### src/logic/decode_defines.svh
`ifndef DECODE_DEFINES_SVH
`define DECODE_DEFINES_SVH

`define XLEN 32
`define PACKET_W 64
`define REG_ADDR_W 5
`define CTRL_W 16
`define OP_W 4

// Control vector bit positions.
`define CTRL_WREN 0
`define CTRL_RDEN1 1
`define CTRL_RDEN2 2
`define CTRL_FWREN 3
`define CTRL_FRDEN1 4
`define CTRL_FRDEN2 5
`define CTRL_FRDEN3 6
`define CTRL_LOAD 7
`define CTRL_STORE 8
`define CTRL_BRANCH 9
`define CTRL_JAL 10
`define CTRL_JALR 11
`define CTRL_LUI 12
`define CTRL_AUIPC 13
`define CTRL_FENCE 14
`define CTRL_SYSTEM 15

`define UNIT_NONE 3'd0
`define UNIT_ALU 3'd1
`define UNIT_BCU 3'd2 // Branches and jumps.
`define UNIT_LSU 3'd3
`define UNIT_MUL 3'd4
`define UNIT_DIV 3'd5
`define UNIT_FPU 3'd6
`define UNIT_SYS 3'd7 // Fence, CSR and privileged ops.

// FPU operation index.
`define FOP_ADD 4'd0
`define FOP_SUB 4'd1
`define FOP_MUL 4'd2
`define FOP_MADD 4'd3
`define FOP_MVXW 4'd4
`define FOP_MVWX 4'd5

`define FMT_S 2'b00 // Single precision.

`endif

### src/logic/decode_pkg.sv
`include "decode_defines.svh"

package decode_pkg;

  // Pc or instruction word.
  typedef logic [`XLEN-1:0] word_t;

  // Two instructions from fetch with slot 0 in the low half.
  typedef logic [`PACKET_W-1:0] packet_t;

  typedef logic [`REG_ADDR_W-1:0] reg_addr_t;

  typedef logic [`XLEN-1:0] imm_t; // Sign-extended.

  typedef logic [`CTRL_W-1:0] ctrl_t;

  typedef logic [2:0] unit_t;

  // Funct3 with funct7 bit 5 below it, or the FPU op index.
  typedef logic [`OP_W-1:0] op_t;

  typedef logic [1:0] fmt_t;

  typedef logic [2:0] rm_t;

endpackage

### src/logic/decode_stage.sv
`timescale 1ns/10ps
`include "decode_defines.svh"

module decode_stage (
  input  logic                  clock,
  input  logic                  reset,
  input  logic                  fetch_ready,
  input  decode_pkg::word_t     fetch_pc,
  input  decode_pkg::packet_t   fetch_data,
  input  logic                  halt, trap, mret, pred_miss, fence_exec, wb_clear,
  output decode_pkg::word_t     dec0_instr, dec1_instr,
  input  logic                  int0_recognized, int1_recognized,
  input  logic                  fp0_recognized, fp1_recognized,
  input  decode_pkg::ctrl_t     int0_ctrl, int1_ctrl, fp0_ctrl, fp1_ctrl,
  input  decode_pkg::imm_t      int0_imm, int1_imm, fp0_imm, fp1_imm,
  input  decode_pkg::unit_t     int0_unit, int1_unit, fp0_unit, fp1_unit,
  input  decode_pkg::op_t       int0_op, int1_op, fp0_op, fp1_op,
  input  decode_pkg::fmt_t      fp0_fmt, fp1_fmt,
  input  decode_pkg::rm_t       fp0_rm, fp1_rm,
  output logic                  y_valid0, y_exception0, y_valid1, y_exception1,
  output decode_pkg::word_t     y_pc0, y_npc0, y_instr0, y_pc1, y_npc1, y_instr1,
  output decode_pkg::reg_addr_t y_rd0, y_rs1_0, y_rs2_0, y_rs3_0,
  output decode_pkg::reg_addr_t y_rd1, y_rs1_1, y_rs2_1, y_rs3_1,
  output decode_pkg::ctrl_t     y_ctrl0, y_ctrl1,
  output decode_pkg::imm_t      y_imm0, y_imm1,
  output decode_pkg::unit_t     y_unit0, y_unit1,
  output decode_pkg::op_t       y_op0, y_op1,
  output decode_pkg::fmt_t      y_fmt0, y_fmt1,
  output decode_pkg::rm_t       y_rm0, y_rm1,
  output logic                  q_valid0, q_exception0, q_valid1, q_exception1,
  output decode_pkg::word_t     q_pc0, q_npc0, q_instr0, q_pc1, q_npc1, q_instr1,
  output decode_pkg::reg_addr_t q_rd0, q_rs1_0, q_rs2_0, q_rs3_0,
  output decode_pkg::reg_addr_t q_rd1, q_rs1_1, q_rs2_1, q_rs3_1,
  output decode_pkg::ctrl_t     q_ctrl0, q_ctrl1,
  output decode_pkg::imm_t      q_imm0, q_imm1,
  output decode_pkg::unit_t     q_unit0, q_unit1,
  output decode_pkg::op_t       q_op0, q_op1,
  output decode_pkg::fmt_t      q_fmt0, q_fmt1,
  output decode_pkg::rm_t       q_rm0, q_rm1
);
  import decode_pkg::*;

  // Bits per slot.
  localparam int SLOT_W = 4 * `XLEN + 4 * `REG_ADDR_W + `CTRL_W + `OP_W + 10;

  logic                flush;
  logic                kill;
  logic [2*SLOT_W-1:0] y_bus;
  logic [2*SLOT_W-1:0] q_bus;

  assign flush = trap | mret | pred_miss | fence_exec | wb_clear;
  assign kill = halt | flush;

  // Idle slots send a zero word to the decoders.
  assign dec0_instr = fetch_ready ? fetch_data[31:0] : '0;
  assign dec1_instr = fetch_ready ? fetch_data[63:32] : '0;

  always_comb begin
    y_valid0 = fetch_ready;
    y_pc0 = fetch_ready ? fetch_pc : '1;
    y_npc0 = y_pc0 + 32'd4;
    y_instr0 = dec0_instr;
    y_rd0 = dec0_instr[11:7];
    y_rs1_0 = dec0_instr[19:15];
    y_rs2_0 = dec0_instr[24:20];
    y_rs3_0 = dec0_instr[31:27];
    if (fp0_recognized) begin // FP result wins.
      y_ctrl0 = fp0_ctrl;
      y_imm0 = fp0_imm;
      y_unit0 = fp0_unit;
      y_op0 = fp0_op;
      y_fmt0 = fp0_fmt;
      y_rm0 = fp0_rm;
    end else begin
      y_ctrl0 = int0_ctrl;
      y_imm0 = int0_imm;
      y_unit0 = int0_unit;
      y_op0 = int0_op;
      y_fmt0 = '0;
      y_rm0 = '0;
    end
    y_exception0 = fetch_ready & ~(int0_recognized | fp0_recognized);
    if (!(int0_recognized | fp0_recognized)) begin
      y_ctrl0 = '0;
      y_unit0 = `UNIT_NONE;
    end
    if (kill) begin
      {y_valid0, y_exception0, y_pc0, y_npc0, y_instr0, y_rd0, y_rs1_0, y_rs2_0, y_rs3_0,
       y_ctrl0, y_imm0, y_unit0, y_op0, y_fmt0, y_rm0} = {SLOT_W{1'b0}};
    end
  end

  always_comb begin
    y_valid1 = fetch_ready;
    y_pc1 = fetch_ready ? fetch_pc + 32'd4 : '1; // Upper half of the packet.
    y_npc1 = y_pc1 + 32'd4;
    y_instr1 = dec1_instr;
    y_rd1 = dec1_instr[11:7];
    y_rs1_1 = dec1_instr[19:15];
    y_rs2_1 = dec1_instr[24:20];
    y_rs3_1 = dec1_instr[31:27];
    if (fp1_recognized) begin
      y_ctrl1 = fp1_ctrl;
      y_imm1 = fp1_imm;
      y_unit1 = fp1_unit;
      y_op1 = fp1_op;
      y_fmt1 = fp1_fmt;
      y_rm1 = fp1_rm;
    end else begin
      y_ctrl1 = int1_ctrl;
      y_imm1 = int1_imm;
      y_unit1 = int1_unit;
      y_op1 = int1_op;
      y_fmt1 = '0;
      y_rm1 = '0;
    end
    y_exception1 = fetch_ready & ~(int1_recognized | fp1_recognized);
    if (!(int1_recognized | fp1_recognized)) begin
      y_ctrl1 = '0;
      y_unit1 = `UNIT_NONE;
    end
    if (kill) begin
      {y_valid1, y_exception1, y_pc1, y_npc1, y_instr1, y_rd1, y_rs1_1, y_rs2_1, y_rs3_1,
       y_ctrl1, y_imm1, y_unit1, y_op1, y_fmt1, y_rm1} = {SLOT_W{1'b0}};
    end
  end

  assign y_bus = {y_valid1, y_exception1, y_pc1, y_npc1, y_instr1,
                  y_rd1, y_rs1_1, y_rs2_1, y_rs3_1,
                  y_ctrl1, y_imm1, y_unit1, y_op1, y_fmt1, y_rm1,
                  y_valid0, y_exception0, y_pc0, y_npc0, y_instr0,
                  y_rd0, y_rs1_0, y_rs2_0, y_rs3_0,
                  y_ctrl0, y_imm0, y_unit0, y_op0, y_fmt0, y_rm0};

  always_ff @(posedge clock) begin
    if (!reset) begin
      q_bus <= '0;
    end else begin
      q_bus <= y_bus;
    end
  end

  assign {q_valid1, q_exception1, q_pc1, q_npc1, q_instr1,
          q_rd1, q_rs1_1, q_rs2_1, q_rs3_1,
          q_ctrl1, q_imm1, q_unit1, q_op1, q_fmt1, q_rm1,
          q_valid0, q_exception0, q_pc0, q_npc0, q_instr0,
          q_rd0, q_rs1_0, q_rs2_0, q_rs3_0,
          q_ctrl0, q_imm0, q_unit0, q_op0, q_fmt0, q_rm0} = q_bus;

endmodule

### src/logic/decode_top.sv
`timescale 1ns/10ps

module decode_top (
  input  logic                  clock,
  input  logic                  reset,
  input  logic                  fetch_ready,
  input  decode_pkg::word_t     fetch_pc,
  input  decode_pkg::packet_t   fetch_data,
  input  logic                  halt, trap, mret, pred_miss, fence_exec, wb_clear,
  output logic                  q_valid0, q_exception0, q_valid1, q_exception1,
  output decode_pkg::word_t     q_pc0, q_npc0, q_instr0, q_pc1, q_npc1, q_instr1,
  output decode_pkg::reg_addr_t q_rd0, q_rs1_0, q_rs2_0, q_rs3_0,
  output decode_pkg::reg_addr_t q_rd1, q_rs1_1, q_rs2_1, q_rs3_1,
  output decode_pkg::ctrl_t     q_ctrl0, q_ctrl1,
  output decode_pkg::imm_t      q_imm0, q_imm1,
  output decode_pkg::unit_t     q_unit0, q_unit1,
  output decode_pkg::op_t       q_op0, q_op1,
  output decode_pkg::fmt_t      q_fmt0, q_fmt1,
  output decode_pkg::rm_t       q_rm0, q_rm1
);
  import decode_pkg::*;

  word_t dec0_instr, dec1_instr;
  logic  int0_recognized, int1_recognized, fp0_recognized, fp1_recognized;
  ctrl_t int0_ctrl, int1_ctrl, fp0_ctrl, fp1_ctrl;
  imm_t  int0_imm, int1_imm, fp0_imm, fp1_imm;
  unit_t int0_unit, int1_unit, fp0_unit, fp1_unit;
  op_t   int0_op, int1_op, fp0_op, fp1_op;
  fmt_t  fp0_fmt, fp1_fmt;
  rm_t   fp0_rm, fp1_rm;

  // Only the registered view leaves the top.
  decode_stage stage (
    .*,
    .y_valid0(), .y_exception0(), .y_pc0(), .y_npc0(), .y_instr0(),
    .y_rd0(), .y_rs1_0(), .y_rs2_0(), .y_rs3_0(), .y_ctrl0(),
    .y_imm0(), .y_unit0(), .y_op0(), .y_fmt0(), .y_rm0(),
    .y_valid1(), .y_exception1(), .y_pc1(), .y_npc1(), .y_instr1(),
    .y_rd1(), .y_rs1_1(), .y_rs2_1(), .y_rs3_1(), .y_ctrl1(),
    .y_imm1(), .y_unit1(), .y_op1(), .y_fmt1(), .y_rm1()
  );

  int_decoder int_dec0 (
    .instr      (dec0_instr),
    .recognized (int0_recognized),
    .ctrl       (int0_ctrl),
    .imm        (int0_imm),
    .unit       (int0_unit),
    .op         (int0_op)
  );

  int_decoder int_dec1 (
    .instr      (dec1_instr),
    .recognized (int1_recognized),
    .ctrl       (int1_ctrl),
    .imm        (int1_imm),
    .unit       (int1_unit),
    .op         (int1_op)
  );

  fp_decoder fp_dec0 (
    .instr      (dec0_instr),
    .recognized (fp0_recognized),
    .ctrl       (fp0_ctrl),
    .imm        (fp0_imm),
    .unit       (fp0_unit),
    .op         (fp0_op),
    .fmt        (fp0_fmt),
    .rm         (fp0_rm)
  );

  fp_decoder fp_dec1 (
    .instr      (dec1_instr),
    .recognized (fp1_recognized),
    .ctrl       (fp1_ctrl),
    .imm        (fp1_imm),
    .unit       (fp1_unit),
    .op         (fp1_op),
    .fmt        (fp1_fmt),
    .rm         (fp1_rm)
  );

endmodule

### src/logic/fp_decoder.sv
`timescale 1ns/10ps
`include "decode_defines.svh"

module fp_decoder (
  input  decode_pkg::word_t instr,
  output logic              recognized,
  output decode_pkg::ctrl_t ctrl,
  output decode_pkg::imm_t  imm,
  output decode_pkg::unit_t unit,
  output decode_pkg::op_t   op,
  output decode_pkg::fmt_t  fmt,
  output decode_pkg::rm_t   rm
);
  import decode_pkg::*;

  logic [6:0] opcode;
  logic [2:0] funct3;
  logic [4:0] funct5;
  logic       single;
  logic       rm_ok;

  assign opcode = instr[6:0];
  assign funct3 = instr[14:12];
  assign funct5 = instr[31:27];
  assign single = instr[26:25] == `FMT_S;
  assign rm_ok = funct3 != 3'b101 && funct3 != 3'b110; // Reserved rounding modes.

  always_comb begin
    recognized = 1'b0;
    ctrl = '0;
    imm = '0;
    unit = `UNIT_NONE;
    op = '0;
    fmt = '0;
    rm = '0;
    case (opcode)
      7'b0000111: begin
        if (funct3 == 3'b010) begin // Flw.
          recognized = 1'b1;
          ctrl[`CTRL_FWREN] = 1'b1;
          ctrl[`CTRL_RDEN1] = 1'b1;
          ctrl[`CTRL_LOAD] = 1'b1;
          imm = {{20{instr[31]}}, instr[31:20]};
          unit = `UNIT_LSU;
          op = {funct3, 1'b0};
        end
      end
      7'b0100111: begin
        if (funct3 == 3'b010) begin // Fsw.
          recognized = 1'b1;
          ctrl[`CTRL_RDEN1] = 1'b1;
          ctrl[`CTRL_FRDEN2] = 1'b1;
          ctrl[`CTRL_STORE] = 1'b1;
          imm = {{20{instr[31]}}, instr[31:25], instr[11:7]};
          unit = `UNIT_LSU;
          op = {funct3, 1'b0};
        end
      end
      7'b1000011: begin
        if (single && rm_ok) begin // Fmadd.s.
          recognized = 1'b1;
          ctrl[`CTRL_FWREN] = 1'b1;
          ctrl[`CTRL_FRDEN1] = 1'b1;
          ctrl[`CTRL_FRDEN2] = 1'b1;
          ctrl[`CTRL_FRDEN3] = 1'b1;
          unit = `UNIT_FPU;
          op = `FOP_MADD;
          fmt = instr[26:25];
          rm = funct3;
        end
      end
      7'b1010011: begin
        if (single) begin
          case (funct5)
            5'b00000, 5'b00001, 5'b00010: begin
              if (rm_ok) begin
                recognized = 1'b1;
                ctrl[`CTRL_FWREN] = 1'b1;
                ctrl[`CTRL_FRDEN1] = 1'b1;
                ctrl[`CTRL_FRDEN2] = 1'b1;
                unit = `UNIT_FPU;
                fmt = instr[26:25];
                rm = funct3;
                case (funct5[1:0])
                  2'b00: op = `FOP_ADD;
                  2'b01: op = `FOP_SUB;
                  default: op = `FOP_MUL;
                endcase
              end
            end
            5'b11100: begin
              if (instr[24:20] == 5'd0 && funct3 == 3'b000) begin
                recognized = 1'b1; // Fmv.x.w writes an integer register.
                ctrl[`CTRL_WREN] = 1'b1;
                ctrl[`CTRL_FRDEN1] = 1'b1;
                unit = `UNIT_FPU;
                op = `FOP_MVXW;
                fmt = instr[26:25];
              end
            end
            5'b11110: begin
              if (instr[24:20] == 5'd0 && funct3 == 3'b000) begin
                recognized = 1'b1;
                ctrl[`CTRL_FWREN] = 1'b1;
                ctrl[`CTRL_RDEN1] = 1'b1;
                unit = `UNIT_FPU;
                op = `FOP_MVWX;
                fmt = instr[26:25];
              end
            end
            default: begin
              recognized = 1'b0;
            end
          endcase
        end
      end
      default: begin
        recognized = 1'b0;
      end
    endcase
  end

endmodule

### src/logic/int_decoder.sv
`timescale 1ns/10ps
`include "decode_defines.svh"

module int_decoder (
  input  decode_pkg::word_t instr,
  output logic              recognized,
  output decode_pkg::ctrl_t ctrl,
  output decode_pkg::imm_t  imm,
  output decode_pkg::unit_t unit,
  output decode_pkg::op_t   op
);
  import decode_pkg::*;

  logic [6:0] opcode;
  logic [2:0] funct3;
  logic [6:0] funct7;
  imm_t       imm_i;
  imm_t       imm_s;
  imm_t       imm_b;
  imm_t       imm_u;
  imm_t       imm_j;

  assign opcode = instr[6:0];
  assign funct3 = instr[14:12];
  assign funct7 = instr[31:25];

  assign imm_i = {{20{instr[31]}}, instr[31:20]};
  assign imm_s = {{20{instr[31]}}, instr[31:25], instr[11:7]};
  assign imm_b = {{19{instr[31]}}, instr[31], instr[7], instr[30:25], instr[11:8], 1'b0};
  assign imm_u = {instr[31:12], 12'b0};
  assign imm_j = {{11{instr[31]}}, instr[31], instr[19:12], instr[20], instr[30:21], 1'b0};

  always_comb begin
    recognized = 1'b0;
    ctrl = '0;
    imm = '0;
    unit = `UNIT_NONE;
    op = '0;
    case (opcode)
      7'b0110111: begin // Lui.
        recognized = 1'b1;
        ctrl[`CTRL_WREN] = 1'b1;
        ctrl[`CTRL_LUI] = 1'b1;
        imm = imm_u;
        unit = `UNIT_ALU;
      end
      7'b0010111: begin // Auipc.
        recognized = 1'b1;
        ctrl[`CTRL_WREN] = 1'b1;
        ctrl[`CTRL_AUIPC] = 1'b1;
        imm = imm_u;
        unit = `UNIT_ALU;
      end
      7'b1101111: begin
        recognized = 1'b1;
        ctrl[`CTRL_WREN] = 1'b1;
        ctrl[`CTRL_JAL] = 1'b1;
        imm = imm_j;
        unit = `UNIT_BCU;
      end
      7'b1100111: begin
        if (funct3 == 3'b000) begin
          recognized = 1'b1;
          ctrl[`CTRL_WREN] = 1'b1;
          ctrl[`CTRL_RDEN1] = 1'b1;
          ctrl[`CTRL_JALR] = 1'b1;
          imm = imm_i;
          unit = `UNIT_BCU;
        end
      end
      7'b1100011: begin
        // Funct3 010 and 011 are unused.
        if (funct3[2:1] != 2'b01) begin
          recognized = 1'b1;
          ctrl[`CTRL_RDEN1] = 1'b1;
          ctrl[`CTRL_RDEN2] = 1'b1;
          ctrl[`CTRL_BRANCH] = 1'b1;
          imm = imm_b;
          unit = `UNIT_BCU;
          op = {funct3, 1'b0};
        end
      end
      7'b0000011: begin
        if (funct3 != 3'b011 && funct3[2:1] != 2'b11) begin
          recognized = 1'b1;
          ctrl[`CTRL_WREN] = 1'b1;
          ctrl[`CTRL_RDEN1] = 1'b1;
          ctrl[`CTRL_LOAD] = 1'b1;
          imm = imm_i;
          unit = `UNIT_LSU;
          op = {funct3, 1'b0};
        end
      end
      7'b0100011: begin
        if (funct3[2] == 1'b0 && funct3 != 3'b011) begin
          recognized = 1'b1;
          ctrl[`CTRL_RDEN1] = 1'b1;
          ctrl[`CTRL_RDEN2] = 1'b1;
          ctrl[`CTRL_STORE] = 1'b1;
          imm = imm_s;
          unit = `UNIT_LSU;
          op = {funct3, 1'b0};
        end
      end
      7'b0010011: begin
        // Shift immediates restrict funct7.
        if ((funct3 != 3'b001 && funct3 != 3'b101) ||
            (funct3 == 3'b001 && funct7 == 7'b0000000) ||
            (funct3 == 3'b101 && (funct7 == 7'b0000000 || funct7 == 7'b0100000))) begin
          recognized = 1'b1;
          ctrl[`CTRL_WREN] = 1'b1;
          ctrl[`CTRL_RDEN1] = 1'b1;
          imm = imm_i;
          unit = `UNIT_ALU;
          op = {funct3, funct3 == 3'b101 && instr[30]};
        end
      end
      7'b0110011: begin
        if (funct7 == 7'b0000000 || funct7 == 7'b0000001 ||
            (funct7 == 7'b0100000 && (funct3 == 3'b000 || funct3 == 3'b101))) begin
          recognized = 1'b1;
          ctrl[`CTRL_WREN] = 1'b1;
          ctrl[`CTRL_RDEN1] = 1'b1;
          ctrl[`CTRL_RDEN2] = 1'b1;
          op = {funct3, funct7[5]};
          if (funct7[0]) begin
            unit = funct3[2] ? `UNIT_DIV : `UNIT_MUL; // M extension.
          end else begin
            unit = `UNIT_ALU;
          end
        end
      end
      7'b0001111: begin
        if (funct3 == 3'b000) begin
          recognized = 1'b1;
          ctrl[`CTRL_FENCE] = 1'b1;
          unit = `UNIT_SYS;
        end
      end
      7'b1110011: begin
        if (funct3 == 3'b000) begin
          // Ecall, ebreak, mret and wfi are told apart by imm.
          if (instr == 32'h0000_0073 || instr == 32'h0010_0073 ||
              instr == 32'h3020_0073 || instr == 32'h1050_0073) begin
            recognized = 1'b1;
            ctrl[`CTRL_SYSTEM] = 1'b1;
            imm = imm_i;
            unit = `UNIT_SYS;
          end
        end else if (funct3 != 3'b100) begin
          recognized = 1'b1; // CSR access.
          ctrl[`CTRL_WREN] = 1'b1;
          ctrl[`CTRL_RDEN1] = ~funct3[2];
          ctrl[`CTRL_SYSTEM] = 1'b1;
          imm = imm_i;
          unit = `UNIT_SYS;
          op = {funct3, 1'b0};
        end
      end
      default: begin
        recognized = 1'b0;
      end
    endcase
  end

endmodule
### config.mk
export PLATFORM = sky130hd
export DESIGN_NAME = decode_top
export DESIGN_NICKNAME = d
export VERILOG_FILES = /design/src/logic/decode_pkg.sv /design/src/logic/decode_stage.sv /design/src/logic/decode_top.sv /design/src/logic/fp_decoder.sv /design/src/logic/int_decoder.sv
export VERILOG_INCLUDE_DIRS = /design/src /design/src/logic
export SDC_FILE = /design/constraint.sdc
export NUM_CORES = 1
export LEC_CHECK = 0
export ABC_AREA = 1
export BUFFER_PORTS_ARGS = -buffer_cell sky130_fd_sc_hd__buf_2
export CELL_PAD_IN_SITES_DETAIL_PLACEMENT = 1
export CELL_PAD_IN_SITES_GLOBAL_PLACEMENT = 1
export CORE_ASPECT_RATIO = 0.7
export CORE_MARGIN = 4
export CORE_UTILIZATION = 35
export DETAILED_ROUTE_END_ITERATION = 16
export GPL_ROUTABILITY_DRIVEN = 0
export PLACE_DENSITY = 0.84
export SLEW_MARGIN = 15
export SYNTH_ARGS = -nofsm -noshare
export SYNTH_HDL_FRONTEND = slang
export SYNTH_SLANG_ARGS = --single-unit
### constraint.sdc
create_clock -name clock -period 4.32 [get_ports clock]
set_clock_uncertainty 0.1 [all_clocks]
set_input_delay 0.648 -clock clock [delete_from_list [all_inputs] [get_ports clock]]
set_output_delay 0.648 -clock clock [all_outputs]
set_load 0.1 [all_outputs]
* Word level (Yosys, flattened, before mapping)
Index checks and enable logic that the tools add are counted.
** Operators by class
- Equal/unequal tests :: 72
- Bitwise operators :: 26
- Multiplexer cells :: 233
- Reduce and logical (&&, ||, !) cells :: 81
- $add $sub $neg :: 3
** Operators with widths (count)
- $mux W32 :: 26
- $pmux W32 S8 :: 2
- $pmux W32 S2 :: 2
- $mux W3 :: 40
- $add A32 B3 Y32 const B :: 3
- $mux W4 :: 24
- $eq A7 B7 Y1 const B :: 12
- $mux W2 :: 36
- $eq A7 B6 Y1 const B :: 10
- $eq A32 B21 Y1 const B :: 2
- $eq A32 B29 Y1 const B :: 2
- $eq A32 B30 Y1 const B :: 2
- $eq A32 B7 Y1 const B :: 2
- $pmux W3 S10 :: 2
- $mux W1 :: 57
- $reduce_or A5 Y1 :: 10
- $pmux W4 S3 :: 4
- $pmux W4 S6 :: 2
- $eq A7 B5 Y1 const B :: 4
- $pmux W1 S3 :: 8
- $pmux W2 S2 :: 6
- $pmux W3 S2 :: 4
- $reduce_or A3 Y1 :: 8
- $eq A5 B5 Y1 const B :: 4
- other kinds (32) :: 143
** Word-level totals
- Flip-flop bits (word level) :: 355
- Output and inout bits :: 356

* Logic depth before layout (Yosys ltp)
Gate-level depths: netlist of run 1.
- Depth after elaboration :: 11
- Mapped depth :: 21
- Gate-level depth less buffers :: 15

* Modules after synthesis
From an unflattened synthesis of run 1, not the netlist that was laid out.
** Unflattened totals
- Cell total of the unflattened synthesis :: 3005
- Area total of the unflattened synthesis :: 19168.4 µm²
** Modules (own cells, without submodules)
- decode_stage :: area an instance 14616.5 µm², cells each 2087, sequential area each 6185.9 µm², times used 1
- int_decoder :: area an instance 1556.5 µm², cells each 322, sequential area each 0.0 µm², times used 2
- fp_decoder :: area an instance 719.4 µm², cells each 137, sequential area each 0.0 µm², times used 2

* Worst setup path before layout of run 1
No wires, ideal clock.
- Path kind :: input port to flip-flop
- Start point :: input port fetch_ready
- End point :: register stage.q_bus[318]
- Data arrival time :: 3167 ps
- Slack :: 938 ps
- Data required time :: 4105 ps
- Buffers on the path :: 9
- Cell stages on the path :: 20
- Cells stage by stage :: buf_6 -> buf_6 -> buf_6 -> buf_2 -> buf_2 -> buf_4 -> buf_2 -> buf_2 -> buf_2 -> nand2_1 -> ha_1 -> nand2_1 -> nor2_2 -> nand3_1 -> nor2_2 -> nand3_2 -> nor2_2 -> nand3_1 -> nand2_1 -> nor2_1
** On the way
- Word-level cells in the longest chain between the ends :: 2
** Ends and longest elaborated chain
- from (decl) :: RTL line decode_top.sv:6 : input logic fetch_ready,
- $mux W32 :: RTL line decode_stage.sv:95 : y_pc1 = fetch_ready ? fetch_pc + 32'd4 : '1;
- $add A32 B3 Y32 :: RTL line decode_stage.sv:96 : y_npc1 = y_pc1 + 32'd4;
- to (signal assigned) :: RTL line decode_stage.sv:139 : q_bus <= y_bus;
- to (decl) :: RTL line decode_stage.sv:49 : logic [2*SLOT_W-1:0] q_bus;
Every way passes these cells.
A chain may end at the register's enable or synchronous reset.

* Worst setup path after layout of run 1
- Start point :: input port fetch_ready
- End point :: register stage.q_bus[232]
** On the way
- Word-level cells in the longest chain between the ends :: 11
- Elaborated cells on any way between the ends :: 86
- Classes of those cells :: eq/ne: 35; mux: 19; bitwise: 3; reduce/logical: 29
** Ends and longest elaborated chain
- $mux W32 (*) :: RTL line decode_stage.sv:56 : assign dec1_instr = fetch_ready ? fetch_data[63:32] : '0;
- $eq A32 B7 Y1 or $eq A32 B21 Y1 (tied branches) :: RTL line int_decoder.sv:143 : if (instr == 32'h0000_0073 || instr == 32'h0010_0073 ||
- $logic_or A1 B1 Y1 (2 in a row) :: RTL line int_decoder.sv:143
- $logic_or A1 B1 Y1 :: RTL line int_decoder.sv:144 : instr == 32'h3020_0073 || instr == 32'h1050_0073) begin
- $mux W1 :: RTL line int_decoder.sv:143
- $mux W1 :: RTL line int_decoder.sv:141 : if (funct3 == 3'b000) begin
- $pmux W1 S8 :: RTL line int_decoder.sv:39 : case (opcode)
- $or A1 B1 Y1 :: RTL line decode_stage.sv:118 : if (!(int1_recognized | fp1_recognized)) begin
- $not A1 Y1 (no source line)
- $reduce_or A4 Y1 (no source line)
Every way passes the cells marked *; elsewhere a longest branch is shown, timed or not.

==> results of run 1 <==
-- worst min path at each step --
stage / startpoint / end / cells past startpoint
finish: fetch_pc[1] / stage.q_bus[323]$_SDFF_PP0_ / 3
global route: fetch_data[56] / stage.q_bus[282]$_SDFF_PP0_ / 3
CTS: fetch_pc[1] / stage.q_bus[323]$_SDFF_PP0_ / 3
detailed placement: fetch_pc[1] / stage.q_bus[323]$_SDFF_PP0_ / 3
global placement: fetch_pc[1] / stage.q_bus[323]$_SDFF_PP0_ / 3
floorplan: fetch_pc[2] / stage.q_bus[114]$_SDFF_PP0_ / 1
-- cell families after synthesis --
logic type                 after synthesis  synth area share [%]
and+or+nand+nor                       1045                  33.0
xor gates and xnor gates                 1                0.0630
AOI/OAI and AO/OA                      245                  9.69
buffers and inverters                  395                  12.5
adders and majority gates                3                 0.270
other                                    1                0.0270
DFF                                    309                  44.5
-- power by group --
part	internal [W]	total (W)	leakage (nW)	switching (W)
combinational	0.000123	0.000565	6.79	0.000442
sequential	0.00286	0.00286	2.49	0.00000274
clock	0.00167	0.00287	0.515	0.00120
total	0.00465	0.00629	9.79	0.00164
-- cells in the final DEF, fill, tap and decap left out, types with 4 or more instances in the layout --
cell type | netlist | routed
a21oi_1 | 110 | 110
a31oi_1 | 10 | 10
buf_2 | 16 | 459
buf_4 | 49 | 9
bufinv_16 | 0 | 5
clkbuf_1 | 32 | 5
clkbuf_16 | 0 | 31
clkinv_2 | 0 | 6
conb_1 | 1 | 4
dfxtp_1 | 309 | 309
diode_2 | 0 | 6
inv_1 | 272 | 272
inv_2 | 16 | 16
nand2_1 | 403 | 403
nand2_2 | 12 | 12
nand2_4 | 5 | 5
nand3_1 | 140 | 140
nand3_2 | 7 | 7
nand3b_1 | 7 | 7
nand4_1 | 31 | 31
nor2_1 | 354 | 354
nor2_2 | 21 | 21
nor2_4 | 5 | 5
nor3_1 | 37 | 37
nor3_2 | 4 | 4
nor4_1 | 8 | 8
o211ai_1 | 14 | 14
o21ai_0 | 74 | 74
o21ai_1 | 6 | 6
o22ai_1 | 13 | 13
o31ai_1 | 4 | 4
-- final cells by class --
class                           instances  area share [%]
Tap cell                              527            3.79
Multi-Input combinational cell       1298            34.4
Sequential cell                       309            35.5
Inverter                              290            6.26
Antenna cell                            6          0.0862
Timing Repair Buffer                  470            13.8
Clock inverter                         16            1.30
Clock buffer                           39            4.80
-- per-layer routing --
metal  share of wire (%)  vias up
li1                    -     7064
met1                  42     7525
met2                  45      721
met3                 9.5      104
met4                 2.9        0
met5                   0        -
-- metrics by stage --
| stage | instances | hold WS [ns] | util (%) |
|---|---|---|---|
| CTS | 2949 | 0.180 | 44.8 |
| global placement | 2894 | 0.774 | 42.1 |
| detailed placement | 2894 | 0.791 | 42.1 |
| finish | 2955 | 0.214 | 44.9 |
| global route | 2954 | 0.194 | 44.9 |
| floorplan | 2002 | 0.620 | - |
-- tightest hold or removal path, cell delays in order --
cell	delay [ns]
buf_2	0.07
nor2_1	0.03
nor2_1	0.09
==> out/qor.csv, run 1 <==
stage,metric,value,unit
outcome,status,"finished, final reports clean",
worst_setup_path,slowest_stage,buf_4,
yosys,syn_inst,1999,
worst_setup_path,startpoint_type,input port,
worst_setup_path,crit_family,simple AND/OR/NAND/NOR gates,
worst_setup_path,crit_type,input port to register,
sta,rsz0062_at_grt,false,
global_routing,grt_pass1_wl,93.5,mm
worst_setup_path,cp-startpoint,fetch_ready,
sta,finalCriticalPeriod,3.23,ns
floorplan,chipWidth,246,um
yosys,synth.most_common_cell,nand2_1,
yosys,netlist_top_cells_area,"dfxtp_1 (44%), nand2_1 (11%), nor2_1 (9.6%)",
clocking,ctsHoldBuffers,0,
sta,finalCritPeriodShare,74.8,%
yosys,yosysWarningCount,0,
finish,post-route-cell-area,0.0174,mm^2
pwr,total_power,0.00629,W
clocking,htree_levels,1,
worst_setup_path,cp.required,4.71,ns
clocking,cts_setup_buffers,0,
finish,layout-drive-gt1-share,24.8,%
worst_setup_path,cpMostUsedCell,nand2_1,
floorplan,start_util,35.8,%
worst_setup_path,cp_num_buf_inv,1,
global_routing,grt_max_degree,77,
route,viasPerCell,5.22,
sta,setup_ws,1.09,ns
yosys,synth_edf_count,0,
sta,tightest_slew,0.858,ns
route,drt_iter0_drc,1332,
finish,area_delta_synth_final,25.3,%
finish,regMostFlops,stage.q_bus,
finish,nFillCells,5107,
yosys,synth_seq_cells,309,
yosys,synthArstFlopShare,0,%
route,drt_wl_total,62.2,mm
global_routing,grtUsageTotal,27.6,%
sta,hold_viol,0,
floorplan,die_area,0.0430,mm^2
global_routing,met2_usage,44.1,%
yosys,post_synth_num_cell_types,50,
finish,largest_register_ffs,309,
worst_setup_path,crit_end,stage.q_bus[232]$_SDFF_PP0_,
worst_setup_path,crit_arrival,3.62,ns
place,hpwl,48.7,mm
yosys,synth_common_cells,"nand2_1 (403), nor2_1 (354), dfxtp_1 (309)",
global_routing,antenna_found_initial,6,
floorplan,core,0.0388,mm^2
yosys,ys.flop_type,dfxtp_1,
sta,fmax,310,MHz
finish,multi_input_area,0.00600,mm^2
sta,finalSetupTns,0,ns
finish,final_net_count,2508,
global_routing,grtUsageMet3,7.53,%
yosys,ys_seq_area_share,44.5,%
hold_path,hold_class,input port to register,
worst_setup_path,crit_fanout,58,
route,first_pass_iters,5,
sta,maxSlewHeadroom,42.7,%
worst_setup_path,crit_chain,buf_4 -> nand2_1 -> nor3_1 -> nand2_1 -> nand2_1 -> o31ai_1 -> nand2b_1 -> nor2_1,
place,io_buffers,460,
place,pre_cts_slack,0.696,ns
clocking,cts.repair.resized,0,
clocking,cts_tree,built,
pwr,power_density,361,mW/mm^2
worst_setup_path,cp-end-kind,register,
floorplan,die_h,175,um
yosys,netlist_area,0.0139,mm^2
finish,reg_top3,stage.q_bus: 309 flops,
global_routing,grt-ovfl-total,0,
place,post_dp_cell_area,0.0163,mm^2
global_routing,busiest_layer,met2,
route,wl_per_cell,21.1,um
worst_setup_path,cpPeakStageDelay,0.57,ns
global_routing,first_global_vias,15508,
clocking,clock-sinks,309,
route,vias,15414,
clocking,cts_buffers,31,
sta,setup_violations,0,
yosys,synth_area_leader_cell,dfxtp_1,
job,maxCapViolCount,0,
floorplan,rows,60,
pwr,p_leak,9.79,nW
yosys,avgSynthCellArea,6.96,um^2
finish,regArea,0.00619,mm^2
clocking,clk_path_buf_depth,3,
pwr,peakVddDrop,0.000282,V
worst_setup_path,crit_cells,8,
sta,maxSlewViolCount,0,
yosys,synth_top_area_share,44.5,%
floorplan,ios,461,
global_routing,grt_use_met1,37.0,%
clocking,root_buffer,clkbuf_16,
route,drcViolationCount,0,
clocking,clk_pin_slew,0.06,ns
route,ant_nets,0,
Note: power is estimated with default switching activity, not from simulation.
==> run 2: changes to the inputs <==
--- a/config.mk
+++ b/config.mk
@@ -6,16 +6,16 @@
 export SDC_FILE = /design/constraint.sdc
 export NUM_CORES = 1
 export LEC_CHECK = 0
-export ABC_AREA = 1
+export ABC_AREA = 0
 export BUFFER_PORTS_ARGS = -buffer_cell sky130_fd_sc_hd__buf_2
 export CELL_PAD_IN_SITES_DETAIL_PLACEMENT = 1
 export CELL_PAD_IN_SITES_GLOBAL_PLACEMENT = 1
 export CORE_ASPECT_RATIO = 0.7
 export CORE_MARGIN = 4
-export CORE_UTILIZATION = 35
+export CORE_UTILIZATION = 32
 export DETAILED_ROUTE_END_ITERATION = 16
 export GPL_ROUTABILITY_DRIVEN = 0
-export PLACE_DENSITY = 0.84
+export PLACE_DENSITY = 0.79
 export SLEW_MARGIN = 15
 export SYNTH_ARGS = -nofsm -noshare
 export SYNTH_HDL_FRONTEND = slang
==> constraint.sdc (replaced) <==
create_clock -name clock -period 2.7 [get_ports clock]
set_clock_uncertainty 0.1 [all_clocks]
set_input_delay 0.405 -clock clock [delete_from_list [all_inputs] [get_ports clock]]
set_output_delay 0.405 -clock clock [all_outputs]
set_load 0.1 [all_outputs]
==> run 2 against run 1 <==
Compared with the run above: utilization grew 2.4 points; sequential power grew 60%; combinational power grew 86%; non-clock buffer count grew 235; clock-buffer cell count grew 1; first-iteration DRC count shrank 27%; hold slack lost 0.18 ns; area after synthesis shrank 11%; critical path depth grew 5; cell area grew 2.1%.
==> out/qor.csv, run 2 <==
stage,metric,value,unit,change
worst_setup_path,crit_arrival,3.04,ns,-0.58 ns
worst_setup_path,crit_chain,dlygate4sd3_1 -> buf_2 -> nor4_2 -> nand4_1 -> nor4_2 -> buf_4 -> o31ai_1 -> and2_1 -> nand4_1 -> nand2_1 -> buf_4 -> a41oi_1 -> buf_4,,
sta,maxSlewHeadroom,53.5,%,+11 points
worst_setup_path,crit_family,simple AND/OR/NAND/NOR gates,,
finish,utilization,47.2,%,+2.4 points
clocking,root_buffer,clkbuf_16,,
job,maxCapViolCount,0,,unchanged
floorplan,chipWidth,243,um,-1.4%
clocking,clk_pin_slew,0.07,ns,about the same
route,ant_nets,0,,unchanged
sta,hold_viol,0,,unchanged
sta,tightest_slew,0.695,ns,-0.163 ns
clocking,clock-sinks,309,,unchanged
sta,finalSetupTns,0,ns,unchanged
worst_setup_path,cp_num_buf_inv,5,,+4
route,drcViolationCount,0,,unchanged
place,hpwl,41.4,mm,-15%
floorplan,start_util,32.8,%,-3.0 points
yosys,synthArstFlopShare,0,%,unchanged
global_routing,antenna_found_initial,3,,-3
worst_setup_path,cp-end-kind,register,,
global_routing,first_global_vias,13897,,-10%
yosys,syn_inst,1386,,-31%
route,wl_per_cell,22.1,um,+4.9%
finish,largest_register_ffs,309,,unchanged
finish,layout_commonest_cell,buf_2,,
floorplan,rows,59,,-1.7%
yosys,netlist_top_cells_area,"dfxtp_1 (50%), nor2_1 (4.5%), a21oi_1 (3.7%)",,
worst_setup_path,cpMostUsedCell,buf_4,,
finish,final_cell_mix,"buf_2 (459), dfxtp_1 (309), buf_4 (217), nor2_1 (147), nand2_1 (111)",,
floorplan,die_area,0.0418,mm^2,-2.8%
clocking,cts_tree,built,,
finish,nFillCells,4507,,-12%
worst_setup_path,crit_fanout,5,,-91%
sta,maxSlewViolCount,0,,unchanged
yosys,synth_common_cells,"dfxtp_1 (309), nor2_1 (147), nand2_1 (115)",,
floorplan,ios,461,,unchanged
yosys,avgSynthCellArea,8.91,um^2,+28%
finish,multi_input_area,0.00548,mm^2,-8.6%
route,first_pass_iters,5,,unchanged
pwr,total_power,0.0104,W,+65%
yosys,synth.most_common_cell,dfxtp_1,,
yosys,ys_seq_area_share,50.1,%,+5.6 points
floorplan,die_h,172,um,-1.4%
sta,holdWs,0.0341,ns,-0.180 ns
sta,setup_violations,0,,unchanged
route,vias,13209,,-14%
yosys,post_synth_num_cell_types,84,,+68%
route,drt_wl_total,55.3,mm,-11%
finish,layout-drive-gt1-share,38.7,%,+14 points
worst_setup_path,cp.required,3.11,ns,-1.60 ns
pwr,peakVddDrop,0.000536,V,+90%
clocking,clk_path_buf_depth,3,,unchanged
hold_path,holdCritStartpoint,fetch_pc[26],,
finish,regMostFlops,stage.q_bus,,
sta,setup_ws,0.0700,ns,-1.02 ns
worst_setup_path,cpPeakStageDelay,0.53,ns,-0.04 ns
global_routing,grt_pass1_wl,83.8,mm,-10%
finish,final_net_count,2098,,-16%
place,io_buffers,460,,unchanged
finish,reg_top3,stage.q_bus: 309 flops,,
floorplan,core,0.0376,mm^2,-3.0%
worst_setup_path,startpoint_type,input port,,
sta,fmax,380,MHz,
pwr,p_leak,8.90,nW,-9.1%
route,viasPerCell,5.28,,+1.2%
worst_setup_path,cp-startpoint,fetch_data[40],,
clocking,htree_levels,1,,unchanged
yosys,netlist_area,0.0123,mm^2,-11%
outcome,status,"finished, final reports clean",,
route,drt_iter0_drc,970,,-27%
yosys,synth_edf_count,0,,unchanged
yosys,synth_top_area_share,50.1,%,+5.6 points
hold_path,hold-path-cell-count,3,,unchanged
global_routing,grtUsageTotal,25.2,%,-2.4 points
sta,finalCritPeriodShare,97.4,%,
yosys,synth_seq_cells,309,,unchanged
sta,finalCriticalPeriod,2.63,ns,
clocking,cts_buffers,30,,-3.2%
global_routing,grt-ovfl-total,0,,unchanged
worst_setup_path,crit_type,input port to register,,
global_routing,grt_max_degree,52,,-32%
finish,regArea,0.00619,mm^2,unchanged
worst_setup_path,slowest_stage,dlygate4sd3_1,,
finish,area_delta_synth_final,44.0,%,
pwr,power_density,584,mW/mm^2,+62%
hold_path,hold_class,input port to register,,
yosys,ys.flop_type,dfxtp_1,,
yosys,yosysWarningCount,0,,unchanged
place,pre_cts_slack,-0.317,ns,-1.01 ns
hold_path,holdPathEnd,stage.q_bus[170]$_SDFF_PP0_,,
yosys,synth_area_leader_cell,dfxtp_1,,
run 2: how the worst max path moves through the flow:
stage,end,slack [ns],depth (start not counted)
after detailed placement,stage.q_bus[319]$_SDFF_PP0_,-0.32,12
final,stage.q_bus[223]$_SDFF_PP0_,0.07,13
after global placement,stage.q_bus[229]$_SDFF_PP0_,-0.20,10
after global routing,stage.q_bus[223]$_SDFF_PP0_,-0.08,13
after CTS,stage.q_bus[229]$_SDFF_PP0_,0.004,12
after floorplan,stage.q_bus[318]$_SDFF_PP0_,-0.28,16
run 2: cell type report:
class | instances | share of cell area (%)
diodes | 1 | 0.0141
clock buffers | 40 | 4.78
clock inverters | 16 | 1.51
inverters | 35 | 0.739
multi-input cells | 909 | 30.8
flip-flops and latches | 309 | 34.8
well taps | 488 | 3.43
repair buffers | 705 | 23.9
run 2: kinds of logic after synthesis:
kind of cell,count (synthesis),synth area share [%]
DFF,309,50.1
xor gates and xnor gates,44,3.12
AOI/OAI and AO/OA,276,15.3
muxes,4,0.324
other,1,0.0304
adders and majority gates,3,0.304
and+or+nand+nor,578,24.1
buffers and inverters,171,6.75
run 2: stage by stage:
stage / instances / instance area [um^2]
floorplan: 1389 / 12500
global placement: 2420 / 16300
detailed placement: 2420 / 16300
CTS: 2501 / 17700
global route: 2503 / 17800
finish: 2503 / 17800
run 2: worst min-delay path: stages:
cell	delay (ns)
buf_2	0.12
nor2_1	0.06
nor2_1	0.08
run 2: per-layer routing:
metal,vias up,global-route usage (%),wire [um]
met5,-,0,20
met4,2,7.02,1550
met3,94,4.34,3780
met2,577,43.4,26400
met1,6535,33.0,23500
li1,6001,-,-
run 2: repair_timing:
item                       CTS  global route
hold buffers                25             0
setup endpoints to repair    0            36
gates resized for setup      0            10
hold endpoints to repair    30             0
buffers inserted             0             1
run 2: report_power, final:
group / switching [W] / internal (W)
clock network: 0.00188 / 0.00288
registers: 0.00000395 / 0.00457
logic: 0.000659 / 0.000387
==> run 3: changes to the inputs <==
--- a/config.mk
+++ b/config.mk
@@ -7,7 +7,7 @@
 export NUM_CORES = 1
 export LEC_CHECK = 0
 export ABC_AREA = 0
-export BUFFER_PORTS_ARGS = -buffer_cell sky130_fd_sc_hd__buf_2
+export BUFFER_PORTS_ARGS = -buffer_cell sky130_fd_sc_hd__buf_4
 export CELL_PAD_IN_SITES_DETAIL_PLACEMENT = 1
 export CELL_PAD_IN_SITES_GLOBAL_PLACEMENT = 1
 export CORE_ASPECT_RATIO = 0.7
==> run 3 against run 2 <==
Compared with the run above: total power shrank 1.2%; worst setup slack gained 0.011 ns; cell area up 6.2%; critical path type unchanged; clock-buffer cell count is the same; critical endpoint is now stage.q_bus[215]$_SDFF_PP0_; wire length grew 3.5%; largest power group unchanged; hold slack improved by 0.0070 ns; fmax rose by 0.43%; final cell count shrank 0.20%.
==> out/qor.csv, run 3 (same netlist as run 2, synthesis figures left out) <==
stage,metric,value,unit,change
outcome,status,"finished, final reports clean",,
place,io_buffers,460,,unchanged
worst_setup_path,cpMostUsedCell,buf_4,,
clocking,clk_path_buf_depth,3,,unchanged
route,first_pass_iters,6,,+1
finish,area_delta_synth_final,52.9,%,
sta,maxSlewHeadroom,51.6,%,-1.9 points
route,wl_per_cell,22.9,um,+3.7%
finish,n_antenna_cell,0,,-1
floorplan,die_area,0.0418,mm^2,unchanged
job,maxCapViolCount,0,,unchanged
finish,regMostFlops,stage.q_bus,,
finish,layout_commonest_cell,buf_4,,
global_routing,grt_pass1_wl,85.2,mm,+1.6%
clocking,clk_pin_slew,0.06,ns,about the same
global_routing,grt_max_degree,77,,+48%
worst_setup_path,cp-end-kind,register,,
pwr,p_leak,8.91,nW,+0.14%
clocking,cts_buffers,31,,+3.3%
hold_path,holdPathEnd,stage.q_bus[206]$_SDFF_PP0_,,
hold_path,holdCritStartpoint,fetch_data[48],,
sta,finalCriticalPeriod,2.62,ns,-0.0113 ns
pwr,peakVddDrop,0.000432,V,-20%
global_routing,first_global_vias,13909,,+0.086%
worst_setup_path,crit_type,input port to register,,
sta,maxSlewViolCount,0,,unchanged
hold_path,hold_class,input port to register,,
hold_path,hold-path-cell-count,3,,unchanged
sta,setup_violations,0,,unchanged
sta,hold_viol,0,,unchanged
floorplan,core,0.0376,mm^2,unchanged
clocking,htree_levels,1,,unchanged
worst_setup_path,cp.required,3.06,ns,-0.05 ns
sta,finalSetupTns,0,ns,unchanged
floorplan,die_h,172,um,unchanged
route,ant_nets,0,,unchanged
worst_setup_path,cpPeakStageDelay,0.55,ns,+0.02 ns
clocking,clock-sinks,309,,unchanged
worst_setup_path,slowest_stage,dlygate4sd3_1,,
pwr,power_density,543,mW/mm^2,-6.9%
clocking,root_buffer,clkbuf_16,,
global_routing,grt-ovfl-total,0,,unchanged
sta,tightest_slew,0.717,ns,+0.0218 ns
floorplan,start_util,32.8,%,unchanged
clocking,cts_tree,built,,
finish,finalNonFillerCells,2498,,-0.20%
finish,largest_register_ffs,309,,unchanged
floorplan,rows,59,,unchanged
finish,layout-drive-gt1-share,38.3,%,-0.42 points
finish,reg_top3,stage.q_bus: 309 flops,,
place,hpwl,41.6,mm,+0.31%
worst_setup_path,crit_arrival,2.98,ns,-0.06 ns
finish,utilization,50.1,%,+2.9 points
finish,nFillCells,4349,,-3.5%
route,drt_iter0_drc,1111,,+15%
finish,final_cell_mix,"buf_4 (664), dfxtp_1 (309), nor2_1 (146), nand2_1 (110), a21oi_1 (91)",,
sta,fmax,382,MHz,+0.43%
sta,finalCritPeriodShare,97.0,%,-0.42 points
worst_setup_path,crit_fanout,11,,+6
worst_setup_path,crit_chain,dlygate4sd3_1 -> buf_4 -> nor2b_1 -> o211ai_1 -> nor4_2 -> buf_4 -> o31ai_1 -> buf_4 -> nand3_1 -> nor2_2 -> a21oi_1 -> buf_4 -> a31o_2,,
global_routing,grtUsageTotal,25.7,%,+0.50 points
route,drcViolationCount,0,,unchanged
global_routing,antenna_found_initial,0,,-3
place,placed_cells,2408,,-0.50%
route,viasPerCell,5.34,,+1.2%
finish,final_net_count,2095,,-0.14%
route,vias,13339,,+0.98%
floorplan,chipWidth,243,um,unchanged
worst_setup_path,startpoint_type,input port,,
sta,holdWs,0.0412,ns,+0.00702 ns
floorplan,ios,461,,unchanged
route,drt_wl_total,57.3,mm,+3.5%
pwr,total_power,0.0103,W,-1.2%
[run 3: cell types whose count changed in the layout (fill, tap and decap cells not counted), moves of 3 or more]
| cell | before | now |
|---|---|---|
| buf_2 | 459 | 0 |
| buf_4 | 217 | 664 |
| dlygate4sd3_1 | 25 | 33 |
| bufinv_16 | 7 | 4 |
| clkbuf_1 | 5 | 2 |
| clkbuf_8 | 4 | 7 |
| clkinv_2 | 4 | 7 |
| nor4_1 | 15 | 18 |
| nor4_2 | 6 | 3 |
[run 3: per-stage QoR]
step | area, um^2 | worst slack, ns
after floorplan | 12500 | -0.277
after global placement | 17400 | -0.223
after detailed placement | 17400 | -0.293
after CTS | 18800 | 0.00772
after global routing | 18900 | -0.0375
final | 18900 | 0.0814
[run 3: timing repair]
action                                 CTS  global route
setup endpoints to repair                0            25
buffers inserted                         0             1
endpoints found under the hold margin   46             0
gates resized for setup                  0            12
hold buffers                            33             0
[run 3: layer usage]
layer / routed length [um] / up-vias / GRT usage (%)
li1: - / 5989 / -
met1: 23700 / 6547 / 32.6
met2: 26800 / 656 / 44.3
met3: 4130 / 147 / 4.73
met4: 2570 / 0 / 9.53
met5: 0 / - / 0
[run 3: worst max-delay path: cells and delay by family]
family | cells | cell delay, ns
buffers and inverters | 5 | 1.25
AOI/OAI and AO/OA | 4 | 0.76
and+or+nand+nor | 4 | 0.57
[run 3: final cells by class]
class	count	area (um^2)	area share, %
sequential	309	6190	32.8
multi-input combinational	909	5480	29.0
timing repair buffer	701	5390	28.5
clock buffer	40	880	4.66
tap	488	611	3.23
clock inverter	16	198	1.05
inverter	35	131	0.696
[run 3: report_power, final]
part           switching (W)  internal, W  total, W  leakage (nW)
clock                0.00191      0.00268   0.00459         0.529
sequential        0.00000500      0.00457   0.00457          2.49
combinational       0.000660     0.000436   0.00110          5.89
[run 3: worst max-delay path by stage]
| stage | from | end | slack, ns | cells after the start |
|---|---|---|---|---|
| after floorplan | fetch_ready | stage.q_bus[318]$_SDFF_PP0_ | -0.28 | 16 |
| after global placement | fetch_data[57] | stage.q_bus[229]$_SDFF_PP0_ | -0.22 | 10 |
| after detailed placement | fetch_data[57] | stage.q_bus[229]$_SDFF_PP0_ | -0.29 | 10 |
| after CTS | fetch_data[42] | stage.q_bus[229]$_SDFF_PP0_ | 0.008 | 12 |
| after global routing | fetch_data[42] | stage.q_bus[187]$_SDFF_PP0_ | -0.04 | 13 |
| final | fetch_data[53] | stage.q_bus[215]$_SDFF_PP0_ | 0.08 | 13 |
